--- src/logic/convacc_params.svh ---
`ifndef CONVACC_PARAMS_SVH
`define CONVACC_PARAMS_SVH

// Side of the square input feature map
`define FMAP_DIM 4

// External SRAM bus widths
`define SRAM_AW 8
`define SRAM_DW 16

`endif

--- src/logic/convacc_pkg.sv ---
`default_nettype none

package convacc_pkg;

  // Layer mode picked by the host
  typedef enum logic [1:0] {
    MODE_IDLE     = 2'd0,
    MODE_CONV_1X1 = 2'd1,
    MODE_MAX_POOL = 2'd2
  } layer_mode_e;

  // 1x1 conv weight fetch then read/wait/write per pixel
  typedef enum logic [2:0] {
    S_IDLE,
    S_WREAD,
    S_WWAIT,
    S_PREAD,
    S_PWAIT,
    S_WRITE
  } conv_state_e;

  // Max pool with four read/wait pairs then one write per window
  typedef enum logic [2:0] {
    P_IDLE,
    P_READ,
    P_WAIT,
    P_WRITE,
    P_DONE
  } pool_state_e;

endpackage

`default_nettype wire

--- src/logic/sram_bus_pkg.sv ---
`default_nettype none

`include "convacc_params.svh"

package sram_bus_pkg;

  // Word types shared by the input, weight and output buses
  typedef logic [`SRAM_AW-1:0] sram_addr_t;
  typedef logic [`SRAM_DW-1:0] sram_data_t;

endpackage

`default_nettype wire

--- src/logic/conv_1x1_unit.sv ---
`timescale 1ns/1ns
`default_nettype none

`include "convacc_params.svh"

module conv_1x1_unit (
  input  wire logic                      clk,
  input  wire logic                      rst_i,
  input  wire logic                      en_i,
  input  wire logic                      start_i,
  output logic                           done_o,
  output logic                           wt_cs_o,
  output logic                           wt_oe_o,
  output sram_bus_pkg::sram_addr_t       wt_addr_o,
  input  wire sram_bus_pkg::sram_data_t  wt_r_data_i,
  output logic                           in_cs_o,
  output logic                           in_oe_o,
  output sram_bus_pkg::sram_addr_t       in_addr_o,
  input  wire sram_bus_pkg::sram_data_t  in_r_data_i,
  output logic                           out_cs_o,
  output logic                           out_w_req_o,
  output sram_bus_pkg::sram_addr_t       out_addr_o,
  output sram_bus_pkg::sram_data_t       out_w_data_o
);

  import convacc_pkg::*;
  import sram_bus_pkg::*;

  localparam int unsigned NUM_PIX  = `FMAP_DIM * `FMAP_DIM;
  localparam sram_addr_t  LAST_PIX = sram_addr_t'(NUM_PIX - 1);

  conv_state_e state_q;
  sram_addr_t  pix_idx_q;
  sram_data_t  weight_q;
  sram_data_t  pixel_q;

  always_ff @(posedge clk) begin
    if (rst_i) begin
      state_q   <= S_IDLE;
      pix_idx_q <= '0;
      done_o    <= 1'b0;
    end else if (en_i) begin
      done_o <= 1'b0;
      case (state_q)
        S_IDLE: begin
          if (start_i) begin
            pix_idx_q <= '0;
            state_q   <= S_WREAD;
          end
        end
        S_WREAD: state_q <= S_WWAIT;
        S_WWAIT: state_q <= S_PREAD;
        S_PREAD: state_q <= S_PWAIT;
        S_PWAIT: state_q <= S_WRITE;
        S_WRITE: begin
          if (pix_idx_q == LAST_PIX) begin
            state_q <= S_IDLE;
            done_o  <= 1'b1;
          end else begin
            pix_idx_q <= pix_idx_q + 1'b1;
            state_q   <= S_PREAD;
          end
        end
        default: state_q <= S_IDLE;
      endcase
    end
  end

  // Read data is valid in the wait states
  always_ff @(posedge clk) begin
    if (en_i && state_q == S_WWAIT) begin
      weight_q <= wt_r_data_i;
    end
    if (en_i && state_q == S_PWAIT) begin
      pixel_q <= in_r_data_i;
    end
  end

  // Single weight lives at address 0
  assign wt_cs_o   = (state_q == S_WREAD);
  assign wt_oe_o   = (state_q == S_WREAD);
  assign wt_addr_o = '0;

  assign in_cs_o   = (state_q == S_PREAD);
  assign in_oe_o   = (state_q == S_PREAD);
  assign in_addr_o = pix_idx_q;

  // Low half of the unsigned product
  assign out_cs_o     = (state_q == S_WRITE);
  assign out_w_req_o  = (state_q == S_WRITE);
  assign out_addr_o   = pix_idx_q;
  assign out_w_data_o = pixel_q * weight_q;

endmodule

`default_nettype wire

--- src/logic/conv_bus_switcher.sv ---
`timescale 1ns/1ns
`default_nettype none

module conv_bus_switcher (
  input  wire logic                      clk,
  input  wire logic                      rst_i,
  input  wire convacc_pkg::layer_mode_e  mode_i,
  input  wire logic                      start_i,
  output logic                           done_o,
  // External SRAM buses
  output logic                           ext_in_cs_o,
  output logic                           ext_in_oe_o,
  output logic                           ext_in_w_req_o,
  output sram_bus_pkg::sram_addr_t       ext_in_addr_o,
  output sram_bus_pkg::sram_data_t       ext_in_w_data_o,
  input  wire sram_bus_pkg::sram_data_t  ext_in_r_data_i,
  output logic                           ext_wt_cs_o,
  output logic                           ext_wt_oe_o,
  output logic                           ext_wt_w_req_o,
  output sram_bus_pkg::sram_addr_t       ext_wt_addr_o,
  output sram_bus_pkg::sram_data_t       ext_wt_w_data_o,
  input  wire sram_bus_pkg::sram_data_t  ext_wt_r_data_i,
  output logic                           ext_out_cs_o,
  output logic                           ext_out_oe_o,
  output logic                           ext_out_w_req_o,
  output sram_bus_pkg::sram_addr_t       ext_out_addr_o,
  output sram_bus_pkg::sram_data_t       ext_out_w_data_o,
  input  wire sram_bus_pkg::sram_data_t  ext_out_r_data_i,
  // 1x1 conv unit
  output logic                           conv_en_o,
  output logic                           conv_start_o,
  input  wire logic                      conv_done_i,
  input  wire logic                      conv_in_cs_i,
  input  wire logic                      conv_in_oe_i,
  input  wire logic                      conv_in_w_req_i,
  input  wire sram_bus_pkg::sram_addr_t  conv_in_addr_i,
  input  wire sram_bus_pkg::sram_data_t  conv_in_w_data_i,
  output sram_bus_pkg::sram_data_t       conv_in_r_data_o,
  input  wire logic                      conv_wt_cs_i,
  input  wire logic                      conv_wt_oe_i,
  input  wire logic                      conv_wt_w_req_i,
  input  wire sram_bus_pkg::sram_addr_t  conv_wt_addr_i,
  input  wire sram_bus_pkg::sram_data_t  conv_wt_w_data_i,
  output sram_bus_pkg::sram_data_t       conv_wt_r_data_o,
  input  wire logic                      conv_out_cs_i,
  input  wire logic                      conv_out_oe_i,
  input  wire logic                      conv_out_w_req_i,
  input  wire sram_bus_pkg::sram_addr_t  conv_out_addr_i,
  input  wire sram_bus_pkg::sram_data_t  conv_out_w_data_i,
  output sram_bus_pkg::sram_data_t       conv_out_r_data_o,
  // Max pooling unit
  output logic                           pool_en_o,
  output logic                           pool_start_o,
  input  wire logic                      pool_done_i,
  input  wire logic                      pool_in_cs_i,
  input  wire logic                      pool_in_oe_i,
  input  wire logic                      pool_in_w_req_i,
  input  wire sram_bus_pkg::sram_addr_t  pool_in_addr_i,
  input  wire sram_bus_pkg::sram_data_t  pool_in_w_data_i,
  output sram_bus_pkg::sram_data_t       pool_in_r_data_o,
  input  wire logic                      pool_out_cs_i,
  input  wire logic                      pool_out_oe_i,
  input  wire logic                      pool_out_w_req_i,
  input  wire sram_bus_pkg::sram_addr_t  pool_out_addr_i,
  input  wire sram_bus_pkg::sram_data_t  pool_out_w_data_i,
  output sram_bus_pkg::sram_data_t       pool_out_r_data_o
);

  import convacc_pkg::*;

  logic start_q;

  // One-hot unit enables that are both low in idle
  assign conv_en_o = (mode_i == MODE_CONV_1X1);
  assign pool_en_o = (mode_i == MODE_MAX_POOL);

  // Start waits one cycle so the latched mode has settled
  always_ff @(posedge clk) begin
    if (rst_i) begin
      start_q <= 1'b0;
    end else begin
      start_q <= start_i;
    end
  end

  assign conv_start_o = start_q & conv_en_o;
  assign pool_start_o = start_q & pool_en_o;
  assign done_o       = (conv_en_o & conv_done_i) | (pool_en_o & pool_done_i);

  // Input bus
  always_comb begin
    ext_in_cs_o      = 1'b0;
    ext_in_oe_o      = 1'b0;
    ext_in_w_req_o   = 1'b0;
    ext_in_addr_o    = '0;
    ext_in_w_data_o  = '0;
    conv_in_r_data_o = '0;
    pool_in_r_data_o = '0;
    if (conv_en_o) begin
      ext_in_cs_o      = conv_in_cs_i;
      ext_in_oe_o      = conv_in_oe_i;
      ext_in_w_req_o   = conv_in_w_req_i;
      ext_in_addr_o    = conv_in_addr_i;
      ext_in_w_data_o  = conv_in_w_data_i;
      conv_in_r_data_o = ext_in_r_data_i;
    end else if (pool_en_o) begin
      ext_in_cs_o      = pool_in_cs_i;
      ext_in_oe_o      = pool_in_oe_i;
      ext_in_w_req_o   = pool_in_w_req_i;
      ext_in_addr_o    = pool_in_addr_i;
      ext_in_w_data_o  = pool_in_w_data_i;
      pool_in_r_data_o = ext_in_r_data_i;
    end
  end

  // Weight bus belongs to the conv unit alone
  always_comb begin
    ext_wt_cs_o      = 1'b0;
    ext_wt_oe_o      = 1'b0;
    ext_wt_w_req_o   = 1'b0;
    ext_wt_addr_o    = '0;
    ext_wt_w_data_o  = '0;
    conv_wt_r_data_o = '0;
    if (conv_en_o) begin
      ext_wt_cs_o      = conv_wt_cs_i;
      ext_wt_oe_o      = conv_wt_oe_i;
      ext_wt_w_req_o   = conv_wt_w_req_i;
      ext_wt_addr_o    = conv_wt_addr_i;
      ext_wt_w_data_o  = conv_wt_w_data_i;
      conv_wt_r_data_o = ext_wt_r_data_i;
    end
  end

  // Output bus
  always_comb begin
    ext_out_cs_o      = 1'b0;
    ext_out_oe_o      = 1'b0;
    ext_out_w_req_o   = 1'b0;
    ext_out_addr_o    = '0;
    ext_out_w_data_o  = '0;
    conv_out_r_data_o = '0;
    pool_out_r_data_o = '0;
    if (conv_en_o) begin
      ext_out_cs_o      = conv_out_cs_i;
      ext_out_oe_o      = conv_out_oe_i;
      ext_out_w_req_o   = conv_out_w_req_i;
      ext_out_addr_o    = conv_out_addr_i;
      ext_out_w_data_o  = conv_out_w_data_i;
      conv_out_r_data_o = ext_out_r_data_i;
    end else if (pool_en_o) begin
      ext_out_cs_o      = pool_out_cs_i;
      ext_out_oe_o      = pool_out_oe_i;
      ext_out_w_req_o   = pool_out_w_req_i;
      ext_out_addr_o    = pool_out_addr_i;
      ext_out_w_data_o  = pool_out_w_data_i;
      pool_out_r_data_o = ext_out_r_data_i;
    end
  end

endmodule

`default_nettype wire

--- src/logic/convacc_top.sv ---
`timescale 1ns/1ns
`default_nettype none

module convacc_top (
  input  wire logic                      clk,
  input  wire logic                      rst_i,
  input  wire convacc_pkg::layer_mode_e  mode_i,
  input  wire logic                      start_i,
  output logic                           busy_o,
  output logic                           done_o,
  output logic                           in_cs_o,
  output logic                           in_oe_o,
  output logic                           in_w_req_o,
  output sram_bus_pkg::sram_addr_t       in_addr_o,
  output sram_bus_pkg::sram_data_t       in_w_data_o,
  input  wire sram_bus_pkg::sram_data_t  in_r_data_i,
  output logic                           wt_cs_o,
  output logic                           wt_oe_o,
  output logic                           wt_w_req_o,
  output sram_bus_pkg::sram_addr_t       wt_addr_o,
  output sram_bus_pkg::sram_data_t       wt_w_data_o,
  input  wire sram_bus_pkg::sram_data_t  wt_r_data_i,
  output logic                           out_cs_o,
  output logic                           out_oe_o,
  output logic                           out_w_req_o,
  output sram_bus_pkg::sram_addr_t       out_addr_o,
  output sram_bus_pkg::sram_data_t       out_w_data_o,
  input  wire sram_bus_pkg::sram_data_t  out_r_data_i
);

  import convacc_pkg::*;
  import sram_bus_pkg::*;

  layer_mode_e mode_q;
  logic        busy_q;
  logic        go;

  logic       conv_en, conv_start, conv_done;
  logic       conv_wt_cs, conv_wt_oe, conv_in_cs, conv_in_oe;
  logic       conv_out_cs, conv_out_w_req;
  sram_addr_t conv_wt_addr, conv_in_addr, conv_out_addr;
  sram_data_t conv_wt_r_data, conv_in_r_data, conv_out_w_data;

  logic       pool_en, pool_start, pool_done;
  logic       pool_in_cs, pool_in_oe, pool_out_cs, pool_out_w_req;
  sram_addr_t pool_in_addr, pool_out_addr;
  sram_data_t pool_in_r_data, pool_out_w_data;

  // New layer only when idle and a real mode is asked for
  assign go = start_i && !busy_q && (mode_i != MODE_IDLE);

  always_ff @(posedge clk) begin
    if (rst_i) begin
      mode_q <= MODE_IDLE;
      busy_q <= 1'b0;
    end else if (go) begin
      mode_q <= mode_i;
      busy_q <= 1'b1;
    end else if (done_o) begin
      busy_q <= 1'b0;
    end
  end

  assign busy_o = busy_q;

  conv_bus_switcher u_switcher (
    .clk               (clk),
    .rst_i             (rst_i),
    .mode_i            (mode_q),
    .start_i           (go),
    .done_o            (done_o),
    .ext_in_cs_o       (in_cs_o),
    .ext_in_oe_o       (in_oe_o),
    .ext_in_w_req_o    (in_w_req_o),
    .ext_in_addr_o     (in_addr_o),
    .ext_in_w_data_o   (in_w_data_o),
    .ext_in_r_data_i   (in_r_data_i),
    .ext_wt_cs_o       (wt_cs_o),
    .ext_wt_oe_o       (wt_oe_o),
    .ext_wt_w_req_o    (wt_w_req_o),
    .ext_wt_addr_o     (wt_addr_o),
    .ext_wt_w_data_o   (wt_w_data_o),
    .ext_wt_r_data_i   (wt_r_data_i),
    .ext_out_cs_o      (out_cs_o),
    .ext_out_oe_o      (out_oe_o),
    .ext_out_w_req_o   (out_w_req_o),
    .ext_out_addr_o    (out_addr_o),
    .ext_out_w_data_o  (out_w_data_o),
    .ext_out_r_data_i  (out_r_data_i),
    .conv_en_o         (conv_en),
    .conv_start_o      (conv_start),
    .conv_done_i       (conv_done),
    .conv_in_cs_i      (conv_in_cs),
    .conv_in_oe_i      (conv_in_oe),
    .conv_in_w_req_i   (1'b0),
    .conv_in_addr_i    (conv_in_addr),
    .conv_in_w_data_i  ('0),
    .conv_in_r_data_o  (conv_in_r_data),
    .conv_wt_cs_i      (conv_wt_cs),
    .conv_wt_oe_i      (conv_wt_oe),
    .conv_wt_w_req_i   (1'b0),
    .conv_wt_addr_i    (conv_wt_addr),
    .conv_wt_w_data_i  ('0),
    .conv_wt_r_data_o  (conv_wt_r_data),
    .conv_out_cs_i     (conv_out_cs),
    .conv_out_oe_i     (1'b0),
    .conv_out_w_req_i  (conv_out_w_req),
    .conv_out_addr_i   (conv_out_addr),
    .conv_out_w_data_i (conv_out_w_data),
    .conv_out_r_data_o (),
    .pool_en_o         (pool_en),
    .pool_start_o      (pool_start),
    .pool_done_i       (pool_done),
    .pool_in_cs_i      (pool_in_cs),
    .pool_in_oe_i      (pool_in_oe),
    .pool_in_w_req_i   (1'b0),
    .pool_in_addr_i    (pool_in_addr),
    .pool_in_w_data_i  ('0),
    .pool_in_r_data_o  (pool_in_r_data),
    .pool_out_cs_i     (pool_out_cs),
    .pool_out_oe_i     (1'b0),
    .pool_out_w_req_i  (pool_out_w_req),
    .pool_out_addr_i   (pool_out_addr),
    .pool_out_w_data_i (pool_out_w_data),
    .pool_out_r_data_o ()
  );

  conv_1x1_unit u_conv_1x1 (
    .clk          (clk),
    .rst_i        (rst_i),
    .en_i         (conv_en),
    .start_i      (conv_start),
    .done_o       (conv_done),
    .wt_cs_o      (conv_wt_cs),
    .wt_oe_o      (conv_wt_oe),
    .wt_addr_o    (conv_wt_addr),
    .wt_r_data_i  (conv_wt_r_data),
    .in_cs_o      (conv_in_cs),
    .in_oe_o      (conv_in_oe),
    .in_addr_o    (conv_in_addr),
    .in_r_data_i  (conv_in_r_data),
    .out_cs_o     (conv_out_cs),
    .out_w_req_o  (conv_out_w_req),
    .out_addr_o   (conv_out_addr),
    .out_w_data_o (conv_out_w_data)
  );

  maxpool_unit u_maxpool (
    .clk          (clk),
    .rst_i        (rst_i),
    .en_i         (pool_en),
    .start_i      (pool_start),
    .done_o       (pool_done),
    .in_cs_o      (pool_in_cs),
    .in_oe_o      (pool_in_oe),
    .in_addr_o    (pool_in_addr),
    .in_r_data_i  (pool_in_r_data),
    .out_cs_o     (pool_out_cs),
    .out_w_req_o  (pool_out_w_req),
    .out_addr_o   (pool_out_addr),
    .out_w_data_o (pool_out_w_data)
  );

endmodule

`default_nettype wire

--- src/logic/maxpool_unit.sv ---
`timescale 1ns/1ns
`default_nettype none

`include "convacc_params.svh"

module maxpool_unit (
  input  wire logic                      clk,
  input  wire logic                      rst_i,
  input  wire logic                      en_i,
  input  wire logic                      start_i,
  output logic                           done_o,
  output logic                           in_cs_o,
  output logic                           in_oe_o,
  output sram_bus_pkg::sram_addr_t       in_addr_o,
  input  wire sram_bus_pkg::sram_data_t  in_r_data_i,
  output logic                           out_cs_o,
  output logic                           out_w_req_o,
  output sram_bus_pkg::sram_addr_t       out_addr_o,
  output sram_bus_pkg::sram_data_t       out_w_data_o
);

  import convacc_pkg::*;
  import sram_bus_pkg::*;

  localparam int unsigned DIM      = `FMAP_DIM;
  localparam int unsigned HALF     = `FMAP_DIM / 2;
  localparam sram_addr_t  LAST_POS = sram_addr_t'(HALF - 1);

  pool_state_e state_q;
  sram_addr_t  orow_q;
  sram_addr_t  ocol_q;
  logic [1:0]  win_q;
  sram_data_t  max_q;

  always_ff @(posedge clk) begin
    if (rst_i) begin
      state_q <= P_IDLE;
      orow_q  <= '0;
      ocol_q  <= '0;
      win_q   <= '0;
    end else if (en_i) begin
      case (state_q)
        P_IDLE: begin
          if (start_i) begin
            orow_q  <= '0;
            ocol_q  <= '0;
            win_q   <= '0;
            state_q <= P_READ;
          end
        end
        P_READ: state_q <= P_WAIT;
        P_WAIT: begin
          // Window index wraps back to 0 after the fourth pixel
          win_q   <= win_q + 2'd1;
          state_q <= (win_q == 2'd3) ? P_WRITE : P_READ;
        end
        P_WRITE: begin
          if (orow_q == LAST_POS && ocol_q == LAST_POS) begin
            state_q <= P_DONE;
          end else begin
            state_q <= P_READ;
            if (ocol_q == LAST_POS) begin
              ocol_q <= '0;
              orow_q <= orow_q + 1'b1;
            end else begin
              ocol_q <= ocol_q + 1'b1;
            end
          end
        end
        P_DONE: state_q <= P_IDLE;
        default: state_q <= P_IDLE;
      endcase
    end
  end

  // Running unsigned max seeded by the first pixel of the window
  always_ff @(posedge clk) begin
    if (en_i && state_q == P_WAIT) begin
      if (win_q == 2'd0 || in_r_data_i > max_q) begin
        max_q <= in_r_data_i;
      end
    end
  end

  // Window pixels in row-major order with win_q[1] as the row
  assign in_cs_o   = (state_q == P_READ);
  assign in_oe_o   = (state_q == P_READ);
  assign in_addr_o = sram_addr_t'((2 * orow_q + win_q[1]) * DIM + 2 * ocol_q + win_q[0]);

  assign out_cs_o     = (state_q == P_WRITE);
  assign out_w_req_o  = (state_q == P_WRITE);
  assign out_addr_o   = sram_addr_t'(orow_q * HALF + ocol_q);
  assign out_w_data_o = max_q;

  assign done_o = (state_q == P_DONE);

endmodule

`default_nettype wire

--- config.mk ---
export PLATFORM = sky130hd
export DESIGN_NAME = convacc_top
export DESIGN_NICKNAME = d
export VERILOG_FILES = /design/src/logic/convacc_pkg.sv /design/src/logic/sram_bus_pkg.sv /design/src/logic/conv_1x1_unit.sv /design/src/logic/conv_bus_switcher.sv /design/src/logic/convacc_top.sv /design/src/logic/maxpool_unit.sv
export VERILOG_INCLUDE_DIRS = /design/src /design/src/logic
export SDC_FILE = /design/constraint.sdc
export NUM_CORES = 1
export LEC_CHECK = 0
export BUFFER_PORTS_ARGS = -buffer_cell sky130_fd_sc_hd__buf_2
export CORE_ASPECT_RATIO = 1.5
export CORE_MARGIN = 3
export CORE_UTILIZATION = 45
export CTS_CLUSTER_SIZE = 12
export DETAILED_ROUTE_END_ITERATION = 6
export GPL_TIMING_DRIVEN = 0
export PLACE_DENSITY = 0.65
export SYNTH_ARGS = -nofsm -noshare
export SYNTH_HDL_FRONTEND = slang
export SYNTH_HIERARCHICAL = 1
export SYNTH_SLANG_ARGS = --single-unit
--- constraint.sdc ---
create_clock -name clk -period 8.3 [get_ports clk]
set_input_delay 0.83 -clock clk [delete_from_list [all_inputs] [get_ports clk]]
set_output_delay 0.83 -clock clk [all_outputs]
set_load 0.01 [all_outputs]
# After elaboration in Yosys (flattened, before gate mapping)
# Index checks and enable logic that the tools add are counted.
# word_totals
reg_bits	85
inputBits	53
out_inout_bits	83
word_cells	107
# op_classes
n_addsub	8
n_mul	1
n_lt_le_gt_ge	1
eq_ne	20
n_mux	36
n_bitwise	5
n_reduce_logical	23
# op_table
cell	n
$mux 8	11
$mux 16	4
$pmux 8 s2	3
$add 8x1->8 const B	3
$pmux 3 s6	1
$add 8x8->8	2
$eq 8x1->1 const B	2
$gt 16x16->1	1
$mul 16x16->16	1
$eq 3x2->1 const B	4
$pmux 3 s4	1
$reduce_bool 2->1	5
$eq 3x3->1 const B	3
$mux 1	9
$mux 3	3
$add 8x1->8	1
$eq 8x4->1 const B	1
$ne 2x2->1 const B	4
$reduce_and 4->1	2
$add 6x1->6	1
$eq 3x1->1 const B	2
$logic_and 1x1->1	6
$logic_not 3->1	2
$mux 2	3
13 further kinds	19

# Logic depth before layout (Yosys ltp)
# Gate-level depths: netlist of the first run.
# logic_depth
word_depth	6
mapped_depth	21
mapped_depth_nobuf	20

# By module
# The synthesis of the first run kept the hierarchy.
# modules_own_cells
module	instances	cells_per_inst	area_per_inst_um2	seq_area_each_um2
conv_1x1_unit	1	600	5696.7	1201.2
maxpool_unit	1	276	2502.4	900.9
conv_bus_switcher	1	193	1351.3	20.0
convacc_top	1	14	122.6	60.1

# Worst setup path after synthesis of the first run
# Ideal clock, no wire load.
# synth_timing
path_kind	reg2out
startpoint	register u_conv_1x1.pixel_q[5]
endpoint	output port out_w_data_o[15]
arrival_time_ns	5.234
setup_slack_ns	2.236
path_stages_with_launch	20
path_cell_list	edfxtp_1 -> clkbuf_1 -> and2_1 -> fa_1 -> inv_1 -> fa_1 -> fa_1 -> fa_1 -> inv_1 -> fa_1 -> inv_1 -> fa_1 -> inv_1 -> ha_1 -> and2_1 -> nand2_1 -> o31ai_1 -> a31oi_1 -> xnor2_1 -> a22o_1
# synth_between
elab_chain_cells	2
# synth_rtl
element	line	text
start, declared	conv_1x1_unit.sv:35	sram_data_t pixel_q;
start signal, assigned	conv_1x1_unit.sv:75	pixel_q <= in_r_data_i;
$mul 16x16->16	conv_1x1_unit.sv:92	assign out_w_data_o = pixel_q * weight_q;
net conv_out_w_data[15]	convacc_top.sv:42	sram_data_t conv_wt_r_data, conv_in_r_data, conv_out_w_data;
$mux 16	conv_bus_switcher.sv:143	if (conv_en_o) begin
end, declared	convacc_top.sv:27	output sram_bus_pkg::sram_data_t out_w_data_o,
# The timed path passes the listed nets, and every way through them passes these cells.

# Worst setup path after layout of the first run
# layout_timing
startpoint	register u_conv_1x1.weight_q[2]
endpoint	output port out_w_data_o[15]
# layout_between
elab_chain_cells	2
# layout_rtl
element	line	text
start, declared	conv_1x1_unit.sv:34	sram_data_t weight_q;
start signal, assigned	conv_1x1_unit.sv:72	weight_q <= wt_r_data_i;
$mul 16x16->16	conv_1x1_unit.sv:92	
net conv_out_w_data[15]	convacc_top.sv:42	
$mux 16	conv_bus_switcher.sv:143	
# The timed path passes the listed nets, and every way through them passes these cells.

==> results.cfg, run 1 <==
[cts]
clkSinkCount = 85
htree_levels = 3
clkTransAtPathRegs_ns = 0.06
post_cts_buffers = 0
clk_latency_ns = 0.34
cts_tree = built
cts_resized = 0
holdBufCountCts = 0
clockBufferDepth = 2
numCtsBuffers = 9
cts-root-buf = clkbuf_16

[finish]
areaGrowthSynthToFinish_pct = 13.3
instances_no_fill = 1466
drive_gt1_frac = 0.134
fin_nets = 1414
mostFrequentLayoutCells = 147 x inv_1, 143 x and2_1, 94 x nand2_1
multi_input_area_um2 = 6530
fillers = 2091
final_common_cell = inv_1
regArea_um2 = 2180

[yosys]
yosys_warnings = 6
synth_area_per_cell_um2 = 9.02
synth_area_um2 = 9460
syn_inst = 1049

[worst_setup_path]
critPathMaxStageDelay_ns = 0.59
start_kind = register
worst-path-max-fanout = 10
regToRegSetupSlack_ns = 5.03
cp_cell_sequence = clkbuf_1, nand2_1, fa_1, fa_1, fa_1, fa_1, inv_1, fa_1, inv_1, fa_1, inv_1, ha_1, and2_1, nand2_1, o31ai_1, a31oi_1, xnor2_1, a22o_1, buf_2
crit_buf_inv = 5
r2r_start = mode_q[1]
crit_family = adder cells
cp_data_required_time_ns = 7.47
path_class = reg2out
crit_path_end_kind = output port
crit_start = u_conv_1x1/weight_q[2]
arrival_ns = 6.59
worst_r2r_path_depth = 10
worstReg2RegEnd = u_maxpool/out_w_data_o[13]
crit_path_frequent_cell = fa_1
cp_slowest_cell = fa_1

[placed_design]
io_buffers = 76
gp_congestion = 0.860
dp_cells = 1449
post-dp-hpwl_um = 20100
place_ws_ns = 1.25

[sta]
max_slew.worst_pin.slew_ns = 0.996
skew_ns = 0.00618
finalCriticalPeriod_ns = 7.42
max_slew_margin = 0.336
min_period_over_period = 0.894
rsz0062_at_grt = false
worst_slack_ns = 0.881
setup_tns_ns = 0
drv_slew = 0
max_freq_mhz = 135
finalHoldViolations = 0
setup_violations = 0

[worst_hold_path]
hold_class = reg2reg
hold_path_startpoint = mode_q[1]
worstHoldPathCells = 2
worstHoldEndpoint = mode_q[1]

[floorplan]
die_w_um = 124
start_util = 0.462
die_y_um = 184
dieArea_um2 = 22800
io_pins = 136
num_rows = 64
core-area_um2 = 20500

[drt]
drt-vias-per-instance = 5.10
wl_per_cell_um = 16.6
initialDrtViolationCount = 321
drc = 0
drtPass1Iterations = 6
postRouteAntennaNets = 0
num_vias = 7479
drt_wl_total_um = 24400

[pwr]
p_total_mw = 0.948
ir_worst_vdd_v = 0.000114
p_per_area_nw_per_um2 = 88.4
leakage_nw = 5.16

[flow_run]
drv_cap = 0

[global_routing]
antenna_found_initial = 3
grt_use_total = 0.214
grt_pass1_wl_um = 39200
grt_overflow_total = 0
grt_pass1_vias = 7766
grt_max_degree = 17

[run_status]
status = completed
==> state kept, by name (all words and copies together) (netlist names), 2 cells and up <==
register	cells
mode_q	2
u_conv_1x1/in_addr_o	8
u_conv_1x1/pixel_q	16
u_conv_1x1/state_q	3
u_conv_1x1/weight_q	16
u_maxpool/ocol_q	8
u_maxpool/orow_q	8
u_maxpool/out_w_data_o	16
u_maxpool/state_q	3
u_maxpool/win_q	2
==> layout make-up <==
type | count | share of cell area
flip-flops and latches | 85 | 0.204
clock inverters | 6 | 0.00665
diodes | 1 | 0.000233
clock buffers | 10 | 0.0214
inverters | 147 | 0.0515
repair buffers | 77 | 0.0365
multi-input cells | 805 | 0.610
well taps | 264 | 0.0308
plain buffers | 71 | 0.0398
==> how the worst max path moves through the flow <==
stage / to / slack [ns] / cells after the start
floorplan: out_w_data_o[15] / 2.24 / 19
detailed placement: out_w_data_o[15] / 1.25 / 19
finish: out_w_data_o[15] / 0.88 / 19
CTS: out_w_data_o[15] / 0.86 / 19
global route: out_w_data_o[15] / 0.63 / 19
global placement: out_w_data_o[15] / 1.28 / 19
==> layer usage <==
layer	share of wire	routed length (um)	global-route usage	vias up
met5	0.00086	21	0	-
met4	0.042	1020	0.0873	4
met3	0.043	1050	0.0355	62
met2	0.55	13400	0.417	169
met1	0.36	8850	0.228	3598
li1	-	-	-	3646
==> worst reg2reg max path, delay by kind of cell, from the launching register on <==
family / cells / cell delay (ns)
flops: 1 / 0.32
simple gates: 4 / 0.80
buf+inv: 3 / 0.47
fa+ha+maj: 1 / 0.30
compound gates: 2 / 1.00
==> where the power goes <==
group | internal [mW] | switching, mW
Combinational | 0.0390 | 0.0572
Clock | 0.236 | 0.170
Sequential | 0.444 | 0.000950
==> per-stage QoR <==
stage	utilization	instance area [um^2]	hold slack [ns]
after floorplan	-	9690	0.439
after global placement	0.507	10400	0.453
after detailed placement	0.508	10400	0.463
after CTS	0.523	10700	0.469
after global routing	0.523	10700	0.489
final	0.523	10700	0.470
No activity file was read; power rests on OpenSTA's default activity.
==> inputs of run 2 (changes only) <==
--- a/config.mk
+++ b/config.mk
@@ -6,14 +6,15 @@
 export SDC_FILE = /design/constraint.sdc
 export NUM_CORES = 1
 export LEC_CHECK = 0
+export ABC_AREA = 1
 export BUFFER_PORTS_ARGS = -buffer_cell sky130_fd_sc_hd__buf_2
+export CAP_MARGIN = 10
 export CORE_ASPECT_RATIO = 1.5
 export CORE_MARGIN = 3
 export CORE_UTILIZATION = 45
 export CTS_CLUSTER_SIZE = 12
 export DETAILED_ROUTE_END_ITERATION = 6
 export GPL_TIMING_DRIVEN = 0
-export PLACE_DENSITY = 0.65
 export SYNTH_ARGS = -nofsm -noshare
 export SYNTH_HDL_FRONTEND = slang
 export SYNTH_HIERARCHICAL = 1
==> run 2 against run 1 <==
Effect of this change:
- non-clock buffer count grew 13
- final area increased by 8.6%
- utilization is 0.48 points lower
- highest routed layer unchanged
- critical path depth up 4
- clock skew up 0.0031 ns
- count of clock-buffer cells in the layout stayed put
- flip-flop and latch count did not move
- first-iteration DRC count up 49%
- final cell count increased by 30%
==> results.cfg, run 2 <==
[run_status]
status = completed

[floorplan]
die_y_um = 192
num_rows = 67
io_pins = 136
start_util = 0.461
core-area_um2 = 22500
die_w_um = 130
dieArea_um2 = 24900

[drt]
wl_per_cell_um = 15.0
num_vias = 9279
initialDrtViolationCount = 479
drtPass1Iterations = 5
highest_layer = met5
dr_wl_met2_um = 16300
drt_wl_total_um = 28800
drt-vias-per-instance = 4.86
route.met3.wl_um = 690
drt-met1-wl_um = 10300
drc = 0
postRouteAntennaNets = 0

[global_routing]
grt_use_total = 0.239
grt_overflow_total = 0
grt_pass1_wl_um = 45900
grt_pass1_vias = 9321
grt_max_degree = 17
antenna_found_initial = 1

[yosys]
synth_area_um2 = 10400
syn_inst = 1482
synth_area_per_cell_um2 = 6.99
yosys_warnings = 6

[finish]
final_common_cell = nand2_1
fillers = 2371
mostFrequentLayoutCells = 353 x nand2_1, 334 x inv_1, 162 x nand3_1
drive_gt1_frac = 0.117
fin_nets = 1848
areaGrowthSynthToFinish_pct = 12.3
instances_no_fill = 1911
antenna_cells = 0

[worst_setup_path]
crit_family = adder cells
crit_path_frequent_cell = fa_1
cp_cell_sequence = clkbuf_1, nand2_1, fa_1, fa_1, inv_1, fa_1, fa_1, inv_1, fa_1, fa_1, inv_1, ha_1, nand2_1, nor2_1, nand2_1, o211ai_1, a31oi_1, inv_1, nand3_1, nand2_1, nand3_1, nand2_1, buf_2
cp_num_cells = 23
arrival_ns = 6.49
worst-path-max-fanout = 10
crit_path_end_kind = output port
critPathMaxStageDelay_ns = 0.67
r2r_start = mode_q[0]
cp_slowest_cell = fa_1
regToRegSetupSlack_ns = 5.30
crit_buf_inv = 6
endpoint = out_w_data_o[15]
crit_start = u_conv_1x1/pixel_q[2]
path_class = reg2out
start_kind = register
worstReg2RegEnd = u_maxpool/out_w_data_o[8]
cp_data_required_time_ns = 7.47
worst_r2r_path_depth = 13

[sta]
max_slew.worst_pin.slew_ns = 0.987
min_period_over_period = 0.882
setup_tns_ns = 0
finalHoldViolations = 0
max_slew_margin = 0.342
rsz0062_at_grt = false
max_freq_mhz = 137
skew_ns = 0.00925
finalCriticalPeriod_ns = 7.32
setup_violations = 0
drv_slew = 0

[cts]
numCtsBuffers = 9
holdBufCountCts = 0
clkTransAtPathRegs_ns = 0.07
cts_tree = built
clkSinkCount = 85
post_cts_buffers = 0
clk_latency_ns = 0.34
cts-root-buf = clkbuf_16
clockBufferDepth = 2
htree_levels = 3
cts_resized = 0

[pwr]
p_per_area_nw_per_um2 = 83.4
ir_worst_vdd_v = 0.0000896
leakage_nw = 6.58

[placed_design]
io_buffers = 76
post-dp-hpwl_um = 23900
gp_congestion = 0.923
dp_cells = 1895

[flow_run]
drv_cap = 0

[worst_hold_path]
hold_class = reg2reg
run 2: metal layers:
metal  vias to the layer above  global-route usage
met5                         -                   0
met4                         2               0.117
met3                        57              0.0147
met2                       195               0.480
met1                      4326               0.240
li1                       4699                   -
run 2: worst min-delay path by stage:
| stage | from | cells past startpoint | end | slack [ns] |
|---|---|---|---|---|
| global placement | u_maxpool/state_q[2] | 2 | u_maxpool/state_q[2] | 0.48 |
| floorplan | u_conv_1x1/in_addr_o[6] | 2 | u_conv_1x1/in_addr_o[6] | 0.47 |
| CTS | u_maxpool/state_q[2] | 2 | u_maxpool/state_q[2] | 0.50 |
| detailed placement | u_maxpool/state_q[2] | 2 | u_maxpool/state_q[2] | 0.49 |
| finish | u_maxpool/state_q[2] | 2 | u_maxpool/state_q[2] | 0.50 |
| global route | u_maxpool/state_q[2] | 2 | u_maxpool/state_q[2] | 0.54 |
run 2: report_power, final:
| part | switching (mW) | internal, mW | leakage [nW] | total (mW) |
|---|---|---|---|---|
| Clock | 0.169 | 0.232 | 0.134 | 0.401 |
| Sequential | 0.00170 | 0.445 | 0.742 | 0.447 |
| Combinational | 0.0825 | 0.0403 | 5.70 | 0.123 |
run 2: tightest hold or removal path: stages, from the launching register on:
cell	delay, ns
dfxtp_1	0.33
nand2_1	0.07
a21oi_1	0.06
run 2: final cells by class:
class / count / area (um^2) / share of cell area
inverters: 345 / 1300 / 0.112
flip-flops and latches: 85 / 2180 / 0.187
repair buffers: 78 / 403 / 0.0346
well taps: 276 / 345 / 0.0297
clock inverters: 6 / 61.3 / 0.00527
multi-input cells: 1028 / 6600 / 0.567
clock buffers: 10 / 229 / 0.0197
plain buffers: 83 / 520 / 0.0447
run 2: through the flow:
| stage | power, mW | cell area [um^2] | setup slack (ns) | hold slack (ns) | util |
|---|---|---|---|---|---|
| 3_3_place_gp | 0.575 | 11300 | 1.31 | 0.482 | 0.504 |
| 4_1_cts | 0.977 | 11600 | 0.885 | 0.499 | 0.518 |
| 5_1_grt | 1.01 | 11600 | 0.618 | 0.541 | 0.518 |
| 3_5_place_dp | 0.576 | 11300 | 1.28 | 0.488 | 0.505 |
| 6_report | 0.970 | 11600 | 0.982 | 0.500 | 0.518 |
| 2_1_floorplan | 0.538 | 10600 | 2.43 | 0.466 | - |
==> inputs of run 3 (changes only) <==
--- a/config.mk
+++ b/config.mk
@@ -15,6 +15,8 @@
 export CTS_CLUSTER_SIZE = 12
 export DETAILED_ROUTE_END_ITERATION = 6
 export GPL_TIMING_DRIVEN = 0
+export PLACE_DENSITY = 0.67
+export SLEW_MARGIN = 20
 export SYNTH_ARGS = -nofsm -noshare
 export SYNTH_HDL_FRONTEND = slang
 export SYNTH_HIERARCHICAL = 1
==> constraint.sdc (replaced) <==
create_clock -name clk -period 6.68 [get_ports clk]
set_input_delay 0.668 -clock clk [delete_from_list [all_inputs] [get_ports clk]]
set_output_delay 0.668 -clock clk [all_outputs]
set_load 0.01 [all_outputs]
==> run 3 against run 2 <==
Effect of this change:
- via count rose by 2.1%
- first-iteration DRC count rose by 12%
- flip-flop and latch count did not move
- power rose by 23%
- combinational power rose by 27%
- worst setup slack got worse by 0.79 ns
- register-to-register slack got worse by 1.4 ns
- critical path depth fell by 2
- highest routed layer is now met4
==> results.cfg, run 3 (synthesis gave the netlist of run 2 again) <==
[pwr]
ir_worst_vdd_v = 0.000115
p_per_area_nw_per_um2 = 99.1
leakage_nw = 6.76

[placed_design]
post-dp-hpwl_um = 23200
place_area_um2 = 11400
dp_cells = 1896
gp_congestion = 0.886
io_buffers = 76

[worst_hold_path]
hold_path_startpoint = u_maxpool/state_q[2]
hold_class = reg2reg
worstHoldEndpoint = u_maxpool/state_q[2]
worstHoldPathCells = 2

[worst_setup_path]
cp_slowest_cell = fa_1
regToRegSetupSlack_ns = 3.92
critPathMaxStageDelay_ns = 0.60
path_class = reg2out
worst_r2r_path_depth = 14
cp_data_required_time_ns = 6.01
worst-path-max-fanout = 10
start_kind = register
crit_path_frequent_cell = fa_1
worstReg2RegEnd = u_maxpool/out_w_data_o[8]
crit_path_end_kind = output port
r2r_start = mode_q[0]
cp_cell_sequence = clkbuf_4, clkbuf_8, nand2_1, fa_1, fa_1, inv_2, fa_2, fa_1, fa_1, inv_2, fa_1, inv_2, ha_4, nand2_4, a21oi_1, a211oi_2, o311ai_4, xor2_2, nand3_1, nand2_2, buf_6
arrival_ns = 5.82

[global_routing]
grt_pass1_wl_um = 45700
grt_use_total = 0.235
grt_overflow_total = 0
grt_max_degree = 17
antenna_found_initial = 0
grt_pass1_vias = 9396

[floorplan]
core-area_um2 = 22500
die_w_um = 130
io_pins = 136
dieArea_um2 = 24900
start_util = 0.461
die_y_um = 192
num_rows = 67

[cts]
cts-root-buf = clkbuf_16
holdBufCountCts = 0
numCtsBuffers = 9
clkTransAtPathRegs_ns = 0.06
cts_tree = built
clk_latency_ns = 0.34
clkSinkCount = 85
clockBufferDepth = 2
htree_levels = 3

[sta]
max_slew_margin = 0.526
max_slew.worst_pin.slew_ns = 0.708
drv_slew = 0
skew_ns = 0.00780
finalCriticalPeriod_ns = 6.49
max_freq_mhz = 154
min_period_over_period = 0.971
setup_violations = 0
finalHoldViolations = 0

[finish]
stdcell_area_um2 = 12000
final_common_cell = nand2_1
fin_nets = 1865
utilization = 0.535
drive_gt1_frac = 0.151
antenna_cells = 0
instances_no_fill = 1928
areaGrowthSynthToFinish_pct = 15.8
mostFrequentLayoutCells = 347 x nand2_1, 330 x inv_1, 162 x nand3_1

[drt]
drt_wl_total_um = 28600
postRouteAntennaNets = 0
initialDrtViolationCount = 535
drt-vias-per-instance = 4.91
num_vias = 9475
wl_per_cell_um = 14.8
drc = 0
drtPass1Iterations = 5

[run_status]
status = completed

[flow_run]
drv_cap = 0
## run 3: how the worst max path moves through the flow
stage                                      start  slack (ns)                to  cells after the start
after floorplan            u_conv_1x1/pixel_q[1]        0.98  out_w_data_o[15]                     23
after global placement     u_conv_1x1/pixel_q[1]       -0.15  out_w_data_o[15]                     22
after detailed placement   u_conv_1x1/pixel_q[1]       -0.18  out_w_data_o[15]                     24
after CTS                 u_conv_1x1/weight_q[2]       0.005  out_w_data_o[15]                     25
after global routing      u_conv_1x1/weight_q[5]       -0.06  out_w_data_o[12]                     24
final                     u_conv_1x1/weight_q[1]        0.19  out_w_data_o[14]                     21
## run 3: worst max-delay path: cells and delay by family (launching register included)
kind | cells | cell delay, ns
flip-flops | 1 | 0.36
buffers and inverters | 6 | 0.64
AND/OR/NAND/NOR | 4 | 0.40
adder cells (fa/ha/maj) | 7 | 3.32
AO/OA/AOI/OAI | 3 | 0.48
XOR/XNOR | 1 | 0.27
## run 3: per-layer routing
layer / global-route usage / vias up / routed length [um]
li1: - / 4740 / -
met1: 0.247 / 4425 / 10300
met2: 0.457 / 243 / 16000
met3: 0.0242 / 67 / 1150
met4: 0.106 / 0 / 1260
met5: 0 / - / 0
## run 3: where the power goes
part | internal, mW | switching (mW)
Sequential | 0.553 | 0.00203
Combinational | 0.0510 | 0.105
Clock | 0.271 | 0.209
Total | 0.875 | 0.316
## run 3: area by class of cell
type	instances	area, um^2
buffer	76	539
clock buffer	12	256
clock inverter	4	23.8
fill	2248	10500
inverter	345	1300
multi-input combinational	1028	6770
sequential	85	2180
tap	276	345
timing repair buffer	102	592
## run 3: per-stage QoR
step | TNS, ns | power, mW | hold slack (ns) | worst slack [ns]
2_1_floorplan | 0 | 0.668 | 0.466 | 0.976
3_3_place_gp | -0.153 | 0.715 | 0.483 | -0.153
3_5_place_dp | -0.199 | 0.716 | 0.484 | -0.180
4_1_cts | 0 | 1.20 | 0.494 | 0.00501
5_1_grt | -0.0914 | 1.24 | 0.527 | -0.0610
6_report | 0 | 1.19 | 0.496 | 0.191
## run 3: what timing repair did
item                                    4_1_cts  5_1_grt
pin swaps                                     2       23
gates cloned                                  0        0
endpoints found under the setup margin        4        4
buffers inserted                             13       10
resized for setup                            18       46
